$ cat config.mk
export PLATFORM = sky130hd
export DESIGN_NAME = switch_top
export DESIGN_NICKNAME = d
export VERILOG_FILES = /design/src/source/switch_pkg.sv /design/src/source/fdb_pkg.sv /design/src/source/ingress_arbiter.sv /design/src/source/frame_process.sv /design/src/source/mac_table.sv /design/src/source/egress_queues.sv /design/src/source/switch_top.sv
export VERILOG_INCLUDE_DIRS = /design/src /design/src/source
export SDC_FILE = /design/constraint.sdc
export NUM_CORES = 2
export LEC_CHECK = 0
export ABC_AREA = 1
export BUFFER_PORTS_ARGS = -buffer_cell sky130_fd_sc_hd__buf_4
export CORE_UTILIZATION = 40
export DETAILED_ROUTE_END_ITERATION = 12
export PLACE_DENSITY = 0.61
export SLEW_MARGIN = 40
export SYNTH_ARGS = -nofsm -noshare
export SYNTH_HDL_FRONTEND = slang
export SYNTH_SLANG_ARGS = --single-unit
$ cat constraint.sdc
create_clock -name i_clk -period 7.4 [get_ports i_clk]
set_input_delay 0.74 -clock i_clk [delete_from_list [all_inputs] [get_ports i_clk]]
set_output_delay 0.74 -clock i_clk [all_outputs]
set_load 0.02 [all_outputs]
$ cat src/source/switch_macros.svh
`ifndef SWITCH_MACROS_SVH
`define SWITCH_MACROS_SVH

// switch geometry
`define NUM_PORTS 4
`define MAC_W 48

// dst + src mac bytes at the front of every frame
`define HDR_BYTES 12

// 16 table slots
`define FDB_IDX_W 4

// bytes per egress fifo, power of two
`define EGRESS_DEPTH 32

`endif

$ cat src/source/switch_pkg.sv
`include "switch_macros.svh"

package switch_pkg;

    // one byte of a frame, last marks the final byte
    typedef struct packed {
        logic [7:0] data;
        logic       last;
    } frame_beat_t;

    // one bit per switch port
    typedef logic [`NUM_PORTS-1:0] port_map_t;

    typedef logic [$clog2(`NUM_PORTS)-1:0] port_idx_t;

    // frame processor phases
    typedef enum logic [1:0] {
        st_header,
        st_lookup,
        st_replay,
        st_body
    } fp_state_t;

endpackage

$ cat src/source/fdb_pkg.sv
`include "switch_macros.svh"

package fdb_pkg;
    import switch_pkg::*;

    // learn src, look up dst
    typedef struct packed {
        logic [`MAC_W-1:0] dst_mac;
        logic [`MAC_W-1:0] src_mac;
        port_idx_t         src_port;
    } fdb_req_t;

    typedef struct packed {
        logic      hit;
        port_idx_t port;
    } fdb_resp_t;

    typedef struct packed {
        logic              valid;
        logic [`MAC_W-1:0] mac;
        port_idx_t         port;
    } fdb_entry_t;

endpackage

$ cat src/source/ingress_arbiter.sv
`include "switch_macros.svh"

module ingress_arbiter
    import switch_pkg::*;
(
    input  logic                           i_clk,
    input  logic                           i_reset,
    input  frame_beat_t [`NUM_PORTS-1:0]   i_rx_beat,
    input  port_map_t                      i_rx_valid,
    output port_map_t                      o_rx_ready,
    output frame_beat_t                    o_sel_beat,
    output logic                           o_sel_valid,
    input  logic                           i_sel_ready,
    output port_idx_t                      o_sel_port
);

    port_idx_t ptr;
    port_idx_t grant;
    port_idx_t pick;
    logic      busy;

    // first requester at or after the pointer
    always_comb begin
        port_idx_t idx;
        pick = ptr;
        for (int k = `NUM_PORTS - 1; k >= 0; k--) begin
            idx = ptr + port_idx_t'(k);
            if (i_rx_valid[idx]) begin
                pick = idx;
            end
        end
    end

    // grant is locked until the last beat goes through
    always_ff @(posedge i_clk) begin
        if (i_reset) begin
            busy  <= 1'b0;
            grant <= '0;
            ptr   <= '0;
        end else if (!busy) begin
            if (|i_rx_valid) begin
                busy  <= 1'b1;
                grant <= pick;
            end
        end else if (o_sel_valid && i_sel_ready && o_sel_beat.last) begin
            busy <= 1'b0;
            ptr  <= grant + 1'b1;
        end
    end

    assign o_sel_beat  = i_rx_beat[grant];
    assign o_sel_valid = busy & i_rx_valid[grant];
    assign o_sel_port  = grant;

    // ready only back to the granted port
    always_comb begin
        o_rx_ready        = '0;
        o_rx_ready[grant] = busy & i_sel_ready;
    end

endmodule

$ cat src/source/frame_process.sv
`include "switch_macros.svh"

module frame_process
    import switch_pkg::*;
    import fdb_pkg::*;
(
    input  logic        i_clk,
    input  logic        i_reset,
    input  frame_beat_t i_sel_beat,
    input  logic        i_sel_valid,
    output logic        o_sel_ready,
    input  port_idx_t   i_sel_port,
    input  port_map_t   i_link,
    output logic        o_lookup_valid,
    output fdb_req_t    o_lookup_req,
    input  logic        i_lookup_valid,
    input  fdb_resp_t   i_lookup_resp,
    output frame_beat_t o_q_beat,
    output logic        o_q_valid,
    input  logic        i_q_ready,
    output port_map_t   o_q_map
);

    localparam int CNT_W = $clog2(`HDR_BYTES);
    localparam logic [CNT_W-1:0] HDR_LAST = CNT_W'(`HDR_BYTES - 1);

    fp_state_t                   state;
    logic [CNT_W-1:0]            cnt;
    logic                        drop;
    logic [0:`HDR_BYTES-1][7:0]  hdr;
    port_idx_t                   src_port;
    port_map_t                   fwd_map;

    // dst mac is bytes 0..5, src mac bytes 6..11
    assign o_lookup_req = '{dst_mac: hdr[0:5], src_mac: hdr[6:11], src_port: src_port};

    // unicast on hit, flood on miss, never back to the source
    always_comb begin
        if (i_lookup_resp.hit) begin
            fwd_map = port_map_t'(1) << i_lookup_resp.port;
        end else begin
            fwd_map = '1;
        end
        fwd_map[src_port] = 1'b0;
        fwd_map = fwd_map & i_link;
    end

    always_comb begin
        o_sel_ready = 1'b0;
        o_q_valid   = 1'b0;
        o_q_beat    = i_sel_beat;
        case (state)
            st_header: o_sel_ready = 1'b1;
            st_replay: begin
                o_q_valid     = 1'b1;
                o_q_beat.data = hdr[cnt];
                o_q_beat.last = 1'b0;
            end
            st_body: begin
                // drained frames are swallowed at full rate
                o_sel_ready = drop | i_q_ready;
                o_q_valid   = ~drop & i_sel_valid;
            end
            default: ;
        endcase
    end

    always_ff @(posedge i_clk) begin
        if (i_reset) begin
            state          <= st_header;
            cnt            <= '0;
            drop           <= 1'b0;
            o_lookup_valid <= 1'b0;
            o_q_map        <= '0;
        end else begin
            o_lookup_valid <= 1'b0;
            case (state)
                st_header: begin
                    if (i_sel_valid) begin
                        if (cnt == HDR_LAST) begin
                            cnt            <= '0;
                            state          <= st_lookup;
                            o_lookup_valid <= 1'b1;
                        end else begin
                            cnt <= cnt + 1'b1;
                        end
                    end
                end
                st_lookup: begin
                    if (i_lookup_valid) begin
                        o_q_map <= fwd_map;
                        drop    <= (fwd_map == '0);
                        state   <= (fwd_map == '0) ? st_body : st_replay;
                    end
                end
                st_replay: begin
                    if (i_q_ready) begin
                        if (cnt == HDR_LAST) begin
                            cnt   <= '0;
                            state <= st_body;
                        end else begin
                            cnt <= cnt + 1'b1;
                        end
                    end
                end
                st_body: begin
                    if (i_sel_valid && o_sel_ready && i_sel_beat.last) begin
                        state <= st_header;
                    end
                end
                default: state <= st_header;
            endcase
        end
    end

    // header bytes and source port, captured as they arrive
    always_ff @(posedge i_clk) begin
        if (state == st_header && i_sel_valid) begin
            hdr[cnt] <= i_sel_beat.data;
            if (cnt == '0) begin
                src_port <= i_sel_port;
            end
        end
    end

endmodule

$ cat src/source/mac_table.sv
`include "switch_macros.svh"

module mac_table
    import switch_pkg::*;
    import fdb_pkg::*;
(
    input  logic      i_clk,
    input  logic      i_reset,
    input  logic      i_req_valid,
    input  fdb_req_t  i_req,
    output logic      o_resp_valid,
    output fdb_resp_t o_resp
);

    localparam int FDB_DEPTH = 1 << `FDB_IDX_W;

    fdb_entry_t table_q [FDB_DEPTH];

    logic       s1_valid;
    fdb_req_t   s1_req;
    fdb_entry_t s1_entry;

    // xor fold of the six address bytes
    function automatic logic [`FDB_IDX_W-1:0] fdb_hash(input logic [`MAC_W-1:0] mac);
        logic [7:0] x;
        x = '0;
        for (int b = 0; b < `MAC_W / 8; b++) begin
            x = x ^ mac[8*b +: 8];
        end
        return x[`FDB_IDX_W-1:0];
    endfunction

    // stage one, read the dst slot
    always_ff @(posedge i_clk) begin
        if (i_reset) begin
            s1_valid <= 1'b0;
        end else begin
            s1_valid <= i_req_valid;
        end
    end

    always_ff @(posedge i_clk) begin
        s1_req   <= i_req;
        s1_entry <= table_q[fdb_hash(i_req.dst_mac)];
    end

    // stage two, answer and learn
    always_ff @(posedge i_clk) begin
        if (i_reset) begin
            o_resp_valid <= 1'b0;
        end else begin
            o_resp_valid <= s1_valid;
        end
    end

    always_ff @(posedge i_clk) begin
        o_resp.hit  <= s1_entry.valid && (s1_entry.mac == s1_req.dst_mac);
        o_resp.port <= s1_entry.port;
    end

    // last writer wins the slot
    always_ff @(posedge i_clk) begin
        if (i_reset) begin
            for (int i = 0; i < FDB_DEPTH; i++) begin
                table_q[i].valid <= 1'b0;
            end
        end else if (s1_valid) begin
            table_q[fdb_hash(s1_req.src_mac)] <= '{
                valid: 1'b1,
                mac:   s1_req.src_mac,
                port:  s1_req.src_port
            };
        end
    end

endmodule

$ cat src/source/egress_queues.sv
`include "switch_macros.svh"

module egress_queues
    import switch_pkg::*;
(
    input  logic                           i_clk,
    input  logic                           i_reset,
    input  frame_beat_t                    i_q_beat,
    input  logic                           i_q_valid,
    output logic                           o_q_ready,
    input  port_map_t                      i_q_map,
    output frame_beat_t [`NUM_PORTS-1:0]   o_tx_beat,
    output port_map_t                      o_tx_valid,
    input  port_map_t                      i_tx_ready
);

    localparam int PTR_W = $clog2(`EGRESS_DEPTH);
    localparam logic [PTR_W:0] DEPTH_CNT = (PTR_W + 1)'(`EGRESS_DEPTH);

    port_map_t full;
    logic      wr;

    // every selected queue must take the byte
    assign o_q_ready = &(~i_q_map | ~full);
    assign wr        = i_q_valid & o_q_ready;

    for (genvar p = 0; p < `NUM_PORTS; p++) begin : g_queue
        frame_beat_t      mem [`EGRESS_DEPTH];
        logic [PTR_W-1:0] wr_ptr;
        logic [PTR_W-1:0] rd_ptr;
        logic [PTR_W:0]   count;
        logic             push;
        logic             pop;

        assign push          = wr & i_q_map[p];
        assign pop           = o_tx_valid[p] & i_tx_ready[p];
        assign full[p]       = (count == DEPTH_CNT);
        assign o_tx_valid[p] = (count != '0);
        assign o_tx_beat[p]  = mem[rd_ptr];

        always_ff @(posedge i_clk) begin
            if (i_reset) begin
                wr_ptr <= '0;
                rd_ptr <= '0;
                count  <= '0;
            end else begin
                if (push) begin
                    wr_ptr <= wr_ptr + 1'b1;
                end
                if (pop) begin
                    rd_ptr <= rd_ptr + 1'b1;
                end
                count <= count + push - pop;
            end
        end

        always_ff @(posedge i_clk) begin
            if (push) begin
                mem[wr_ptr] <= i_q_beat;
            end
        end
    end

endmodule

$ cat src/source/switch_top.sv
`include "switch_macros.svh"

module switch_top
    import switch_pkg::*;
    import fdb_pkg::*;
(
    input  logic                           i_clk,
    input  logic                           i_reset,
    input  frame_beat_t [`NUM_PORTS-1:0]   i_rx_beat,
    input  port_map_t                      i_rx_valid,
    output port_map_t                      o_rx_ready,
    input  port_map_t                      i_link,
    output frame_beat_t [`NUM_PORTS-1:0]   o_tx_beat,
    output port_map_t                      o_tx_valid,
    input  port_map_t                      i_tx_ready
);

    frame_beat_t sel_beat;
    logic        sel_valid;
    logic        sel_ready;
    port_idx_t   sel_port;

    logic        lookup_valid;
    fdb_req_t    lookup_req;
    logic        lookup_done;
    fdb_resp_t   lookup_resp;

    frame_beat_t q_beat;
    logic        q_valid;
    logic        q_ready;
    port_map_t   q_map;

    ingress_arbiter u_arbiter (
        .i_clk       (i_clk),
        .i_reset     (i_reset),
        .i_rx_beat   (i_rx_beat),
        .i_rx_valid  (i_rx_valid),
        .o_rx_ready  (o_rx_ready),
        .o_sel_beat  (sel_beat),
        .o_sel_valid (sel_valid),
        .i_sel_ready (sel_ready),
        .o_sel_port  (sel_port)
    );

    frame_process u_frame_process (
        .i_clk          (i_clk),
        .i_reset        (i_reset),
        .i_sel_beat     (sel_beat),
        .i_sel_valid    (sel_valid),
        .o_sel_ready    (sel_ready),
        .i_sel_port     (sel_port),
        .i_link         (i_link),
        .o_lookup_valid (lookup_valid),
        .o_lookup_req   (lookup_req),
        .i_lookup_valid (lookup_done),
        .i_lookup_resp  (lookup_resp),
        .o_q_beat       (q_beat),
        .o_q_valid      (q_valid),
        .i_q_ready      (q_ready),
        .o_q_map        (q_map)
    );

    mac_table u_mac_table (
        .i_clk        (i_clk),
        .i_reset      (i_reset),
        .i_req_valid  (lookup_valid),
        .i_req        (lookup_req),
        .o_resp_valid (lookup_done),
        .o_resp       (lookup_resp)
    );

    egress_queues u_egress (
        .i_clk      (i_clk),
        .i_reset    (i_reset),
        .i_q_beat   (q_beat),
        .i_q_valid  (q_valid),
        .o_q_ready  (q_ready),
        .i_q_map    (q_map),
        .o_tx_beat  (o_tx_beat),
        .o_tx_valid (o_tx_valid),
        .i_tx_ready (i_tx_ready)
    );

endmodule

# Yosys cells after proc, flatten, opt, wreduce, memory -nomap -nowiden
# Memories as Yosys holds them, arrays and structs flattened. A register that Yosys moved wholly into a read port is not among the register bits.
# Cells that the tools add are included.
# op_classes
addsub	21
mux	70
n_shift	1
order_cmp	10
n_eq_ne	15
n_reduce_logical	25
bitwise	35
# op_table
op	count
96-bit bitwise mux	1
51-bit 2-to-1 mux	1
51-bit OR reduction	1
48-bit == test	1
5-bit by 1-bit adder with 5-bit output, second input constant	8
5-bit 2-to-1 mux	8
4-bit XOR	10
8-bit binary-select mux with 4-bit select	1
8-bit demux with 4-bit select	1
1-bit 2-to-1 mux	25
6-bit by 1-bit adder with 6-bit output	4
6-bit == test, second input constant	4
8-bit 2-to-1 mux	3
6-bit nonzero test	4
6-bit by 1-bit subtractor with 6-bit output	4
2-bit 2-to-1 mux	11
4-bit 2-to-1 mux	5
9-bit binary-select mux with 2-bit select	1
2-bit by 3-bit < comparator with 1-bit output, second input constant	6
9-bit 2-to-1 mux	2
1-bit AND	12
4-bit AND	3
4-bit NOT	3
1-bit binary-select mux with 2-bit select	5
30 further kinds	53
# word_totals
ramBits	1968
regBits	282
out_inout_bits	44
memories	5
# mem_list
name	depth	word_bits	rd	rd_ports_with_merged_regs	wr	line_no	source
u_mac_table.table_q	16	51	1	1	16	mac_table.sv:17	fdb_entry_t table_q [FDB_DEPTH];
u_egress.g_queue[0].mem	32	9	1	1	1	egress_queues.sv:28	frame_beat_t mem [`EGRESS_DEPTH];
u_egress.g_queue[1].mem	32	9	1	1	1	egress_queues.sv:28	
u_egress.g_queue[2].mem	32	9	1	1	1	egress_queues.sv:28	
u_egress.g_queue[3].mem	32	9	1	1	1	egress_queues.sv:28	

# Logic depth before layout (Yosys ltp)
# logic_depth
depth_word	11
ltp_mapped	18
depth_no_buf	18

# Hierarchy
# A second synthesis with hierarchy kept.
# unflattened
hier_cells	8788
area_unflattened_um2	95729.3
# by_module_without_submodules
mod	n_inst	cells_per_inst	seq_area_each_um2	area_per_inst_um2
egress_queues	1	4622	36274.8	51035.2
mac_table	1	3557	27426.3	39113.8
frame_process	1	460	3183.1	4757.1
ingress_arbiter	1	149	100.1	823.3

# Worst setup path after synthesis
# OpenSTA, ideal clock, no wires.
# synth_path
path_kind	register -> register
start	reg u_frame_process.cnt[0]
end	mem u_egress.g_queue[0].mem[0][6] in the netlist's numbering, data pin
required_ns	6.431
setup_ns	0.969
slack_ns	1.204
synth_period_minus_slack_ns	6.196
stages_incl_launch_ff	9
t_arrival_ns	5.227
path_cell_list	dfxtp_1 clkbuf_1 inv_1 clkbuf_1 clkbuf_1 o21ai_0 o22ai_1 nand2_1 a31oi_1
# synth_lines
item	line_no	source
from (decl)	frame_process.sv:28	logic [CNT_W-1:0] cnt;
from (signal assigned)	frame_process.sv:85	cnt <= cnt + 1'b1;
from (signal assigned)	frame_process.sv:102	cnt <= cnt + 1'b1;
to (decl)	egress_queues.sv:28	

==> impl_metrics.py <==
metrics = {
    "run_status": {
        "status": "complete, no violations",
    },
    "yosys": {
        "synthArstFlopShare_pct": 0,
        "synth_top_area_cell": "edfxtp_1",
        "synth_top_area_share_pct": 65.6,
        "yosys_warnings": 0,
        "synth.ff_latch_count": 2321,
        "synth_area_leaders": "edfxtp_1, dfxtp_1, nand3_1",
        "seq_area_frac_synth_pct": 71.3,
        "synth_nets": 8235,
        "syn_area_mm2": 0.0939,
        "synth_flop_cell": "edfxtp_1",
        "synthesis.instances": 8113,
        "syn-mean-instance-area_um2": 11.6,
        "synth.distinct_cells": 45,
        "synth_edf_count": 2050,
    },
    "global_routing": {
        "antenna_found_initial": 6,
        "grtUsageTotal_pct": 20.2,
        "overflow": 0,
        "grt_max_degree": 152,
        "grt_pass1_wl_um": 365000,
        "grt_pass1_vias": 57900,
    },
    "floorplan": {
        "die_h_um": 487,
        "core_mm2": 0.233,
        "pin_count": 94,
        "rows": 177,
        "dieWidth_um": 487,
        "initial_core_util_pct": 40.3,
        "die_area_mm2": 0.237,
    },
    "critical_path": {
        "r2r_slack_ns": 2.65,
        "reg2reg_to": "u_egress.g_queue[0].mem[4][2]$_DFFE_PP_",
        "crit_slowest_cell": "clkinv_1",
        "max_stage_delay_ns": 0.89,
        "arrival_ns": 4.55,
        "worstRegToRegCells": 10,
        "reg2reg_from": "u_arbiter.o_sel_port[0]$_SDFFE_PP0P_",
        "cp_num_buf_inv": 4,
        "cp_top_family": "buffers and inverters",
        "cp-end-kind": "output pin",
        "crit_type": "flip-flop to output pin",
        "cp.required_ns": 6.66,
        "cpMostUsedCell": "buf_4",
        "path_cells": "buf_4, clkinv_1, buf_4, o21ai_0, o221ai_1, nand3_1, o21ai_0, nor2_1, a31oi_2, buf_4",
        "start_kind": "flip-flop",
        "crit_path_max_fanout": 73,
    },
    "placed_design": {
        "place_congestion": 0.907,
        "hpwl_um": 139000,
        "port_buffers": 93,
    },
    "timing": {
        "setup_tns_ns": 0,
        "relSlewSlack_pct": 37.7,
        "min_period_ns": 5.29,
        "hold_violations": 0,
        "period_share_pct": 71.5,
        "finalMaxSlewViolations": 0,
        "setup_viol": 0,
        "tightestPinTransition_ns": 0.933,
        "fin_hold_ws_ns": 0.313,
        "fin_skew_ns": 0.0438,
        "rsz0062_at_grt": "false",
        "timing.fmax_mhz": 189,
    },
    "detailed_routing": {
        "route.vias.total": 60900,
        "ant_nets": 0,
        "wl_per_cell_um": 21.3,
        "drtIter0Drc": 6626,
        "route.detailed.drc": 0,
        "firstDrtPassIters": 7,
        "wl_um": 244000,
        "routed_via_density": 5.32,
    },
    "clocking": {
        "cts_sinks": 2321,
        "cts_tree": "built",
        "cts_hold_buf": 0,
        "clock_latency_ns": 0.86,
        "postCtsSetupRepairBufs": 0,
        "cts_inserted_buffers": 216,
        "root_buffer": "clkbuf_16",
        "ctsHtreeMaxLevel": 4,
        "cts.clk_slew.worst_paths_ns": 0.06,
        "cts_resized": 0,
        "cts_buffer_depth": 3,
    },
    "power": {
        "p_leak_uw": 0.0385,
        "vdd_drop_max_uv": 203,
        "powerDensity_mw_per_mm2": 301,
    },
    "hold_path": {
        "hold_start": "i_link[3]",
        "worstHoldPathCells": 5,
        "min_to": "u_frame_process.o_q_map[3]$_SDFFE_PP0P_",
        "hold_class": "primary input to flip-flop",
    },
    "cells_and_area": {
        "layout-drive-gt1-share_pct": 8.38,
        "fin_util_pct": 45.3,
        "area_delta_synth_final_pct": 12.3,
        "final_common_cell": "edfxtp_1",
        "mostFrequentLayoutCells": "edfxtp_1, nand2_1, inv_1, nor2_1, nand3_1",
        "nets": 8234,
    },
    "run": {
        "cap_violations": 0,
    },
}
## where the power goes
part	switching, µW	internal, µW
clock network	4850	6210
logic	3960	1460
registers	301	15000
## cell type report
class / count / area [µm²]
repair buffers: 216 / 1890
multi-input cells: 4341 / 21700
clock buffers: 300 / 6170
diodes: 4 / 10.0
clock inverters: 103 / 891
well taps: 3132 / 3920
inverters: 1016 / 3840
fillers: 20900 / 128000
flip-flops and latches: 2321 / 67000
## cells by family after synthesis
kind of cell	after synthesis	share of synthesized area [%]
adders and majority gates	72	0.991
AOI/OAI and AO/OA	1285	8.06
and+or+nand+nor	2934	13.0
buffers and inverters	1451	6.11
xor gates and xnor gates	50	0.474
DFF	2321	71.3
## stage by stage
step	total power (µW)	cells	setup WS [ns]	cell area, µm²
after floorplan	18900	8113	1.20	93900
after global placement	20800	11000	2.87	97800
after detailed placement	21000	11000	2.67	98200
after CTS	31900	11400	2.16	105000
after global routing	32900	11400	1.88	105000
final	31800	11400	2.11	105000
## metal layers
metal	global-route usage, %	vias up	share of wire [%]
li1	-	28200	-
met1	28.8	29900	44
met2	31.8	2432	46
met3	2.74	359	7.3
met4	6.78	2	3.0
met5	0	-	0.0049
## Yosys cell counts, types with 2 or more instances
library cell and instances:
dfxtp_1 271, o21ai_0 772, and3_1 4, buf_1 6
xor2_1 27, nand3_1 842, o211ai_1 2, a21o_1 4
buf_4 6, o221ai_1 226, o21ai_1 2, o22ai_1 111
nand3_2 3, nor3_1 41, nand3b_1 5, nand2_1 1072
nor3b_1 4, nor2_1 943, o21bai_1 2, a21oi_1 97
xnor2_1 22, or2_1 2, ha_1 68, a221oi_1 3
inv_2 11, a211oi_1 4, nor4_1 6, fa_1 4
clkinv_1 7, nand4_1 2, or2_2 10, a22o_1 7
clkbuf_1 276, buf_2 133, edfxtp_1 2050, inv_1 998
buf_6 14, a31oi_1 49
## sequential cells by signal, summed over array words and instances (netlist names), 2 cells and up, named ones only
name,cells
u_mac_table.table_q,816
u_egress.g_queue.count,24
u_egress.g_queue.mem,1152
u_frame_process.o_lookup_req,96
u_arbiter.ptr,2
u_mac_table.s1_entry,51
u_egress.g_queue.wr_ptr,20
u_frame_process.cnt,4
u_frame_process.state,2
u_egress.g_queue.rd_ptr,20
u_mac_table.o_resp,3
u_frame_process.o_q_map,4
u_arbiter.o_sel_port,2
u_mac_table.s1_req,98
u_frame_process.src_port,2
## worst max path at each step
stage                     slack [ns]                                       end  cells past startpoint                            startpoint
after floorplan                 1.20   u_egress.g_queue[0].mem[0][6]$_DFFE_PP_                      8   u_frame_process.cnt[0]$_SDFFE_PP0P_
after global placement          2.87  u_egress.g_queue[0].mem[20][2]$_DFFE_PP_                     10  u_arbiter.o_sel_port[0]$_SDFFE_PP0P_
after detailed placement        2.67  u_egress.g_queue[0].mem[13][6]$_DFFE_PP_                     10  u_arbiter.o_sel_port[0]$_SDFFE_PP0P_
after CTS                       2.16                              o_tx_beat[4]                     10                             flip-flop
after global routing            1.88                              o_tx_beat[1]                     10                             flip-flop
final                           2.11                              o_tx_beat[4]                     10                             flip-flop
## worst reg2reg max path, cell delays in order (launching register included)
cell and delay, ns:
dfxtp_1 0.82, inv_2 0.33, nand2_1 0.14, nand3_1 0.07, o21ai_1 0.21, nand2_1 0.17
o21ai_2 0.54, nand3_1 0.64, inv_2 0.34, nand2_1 0.40, nor2_1 0.73
No activity file was read; power rests on OpenSTA's default activity.
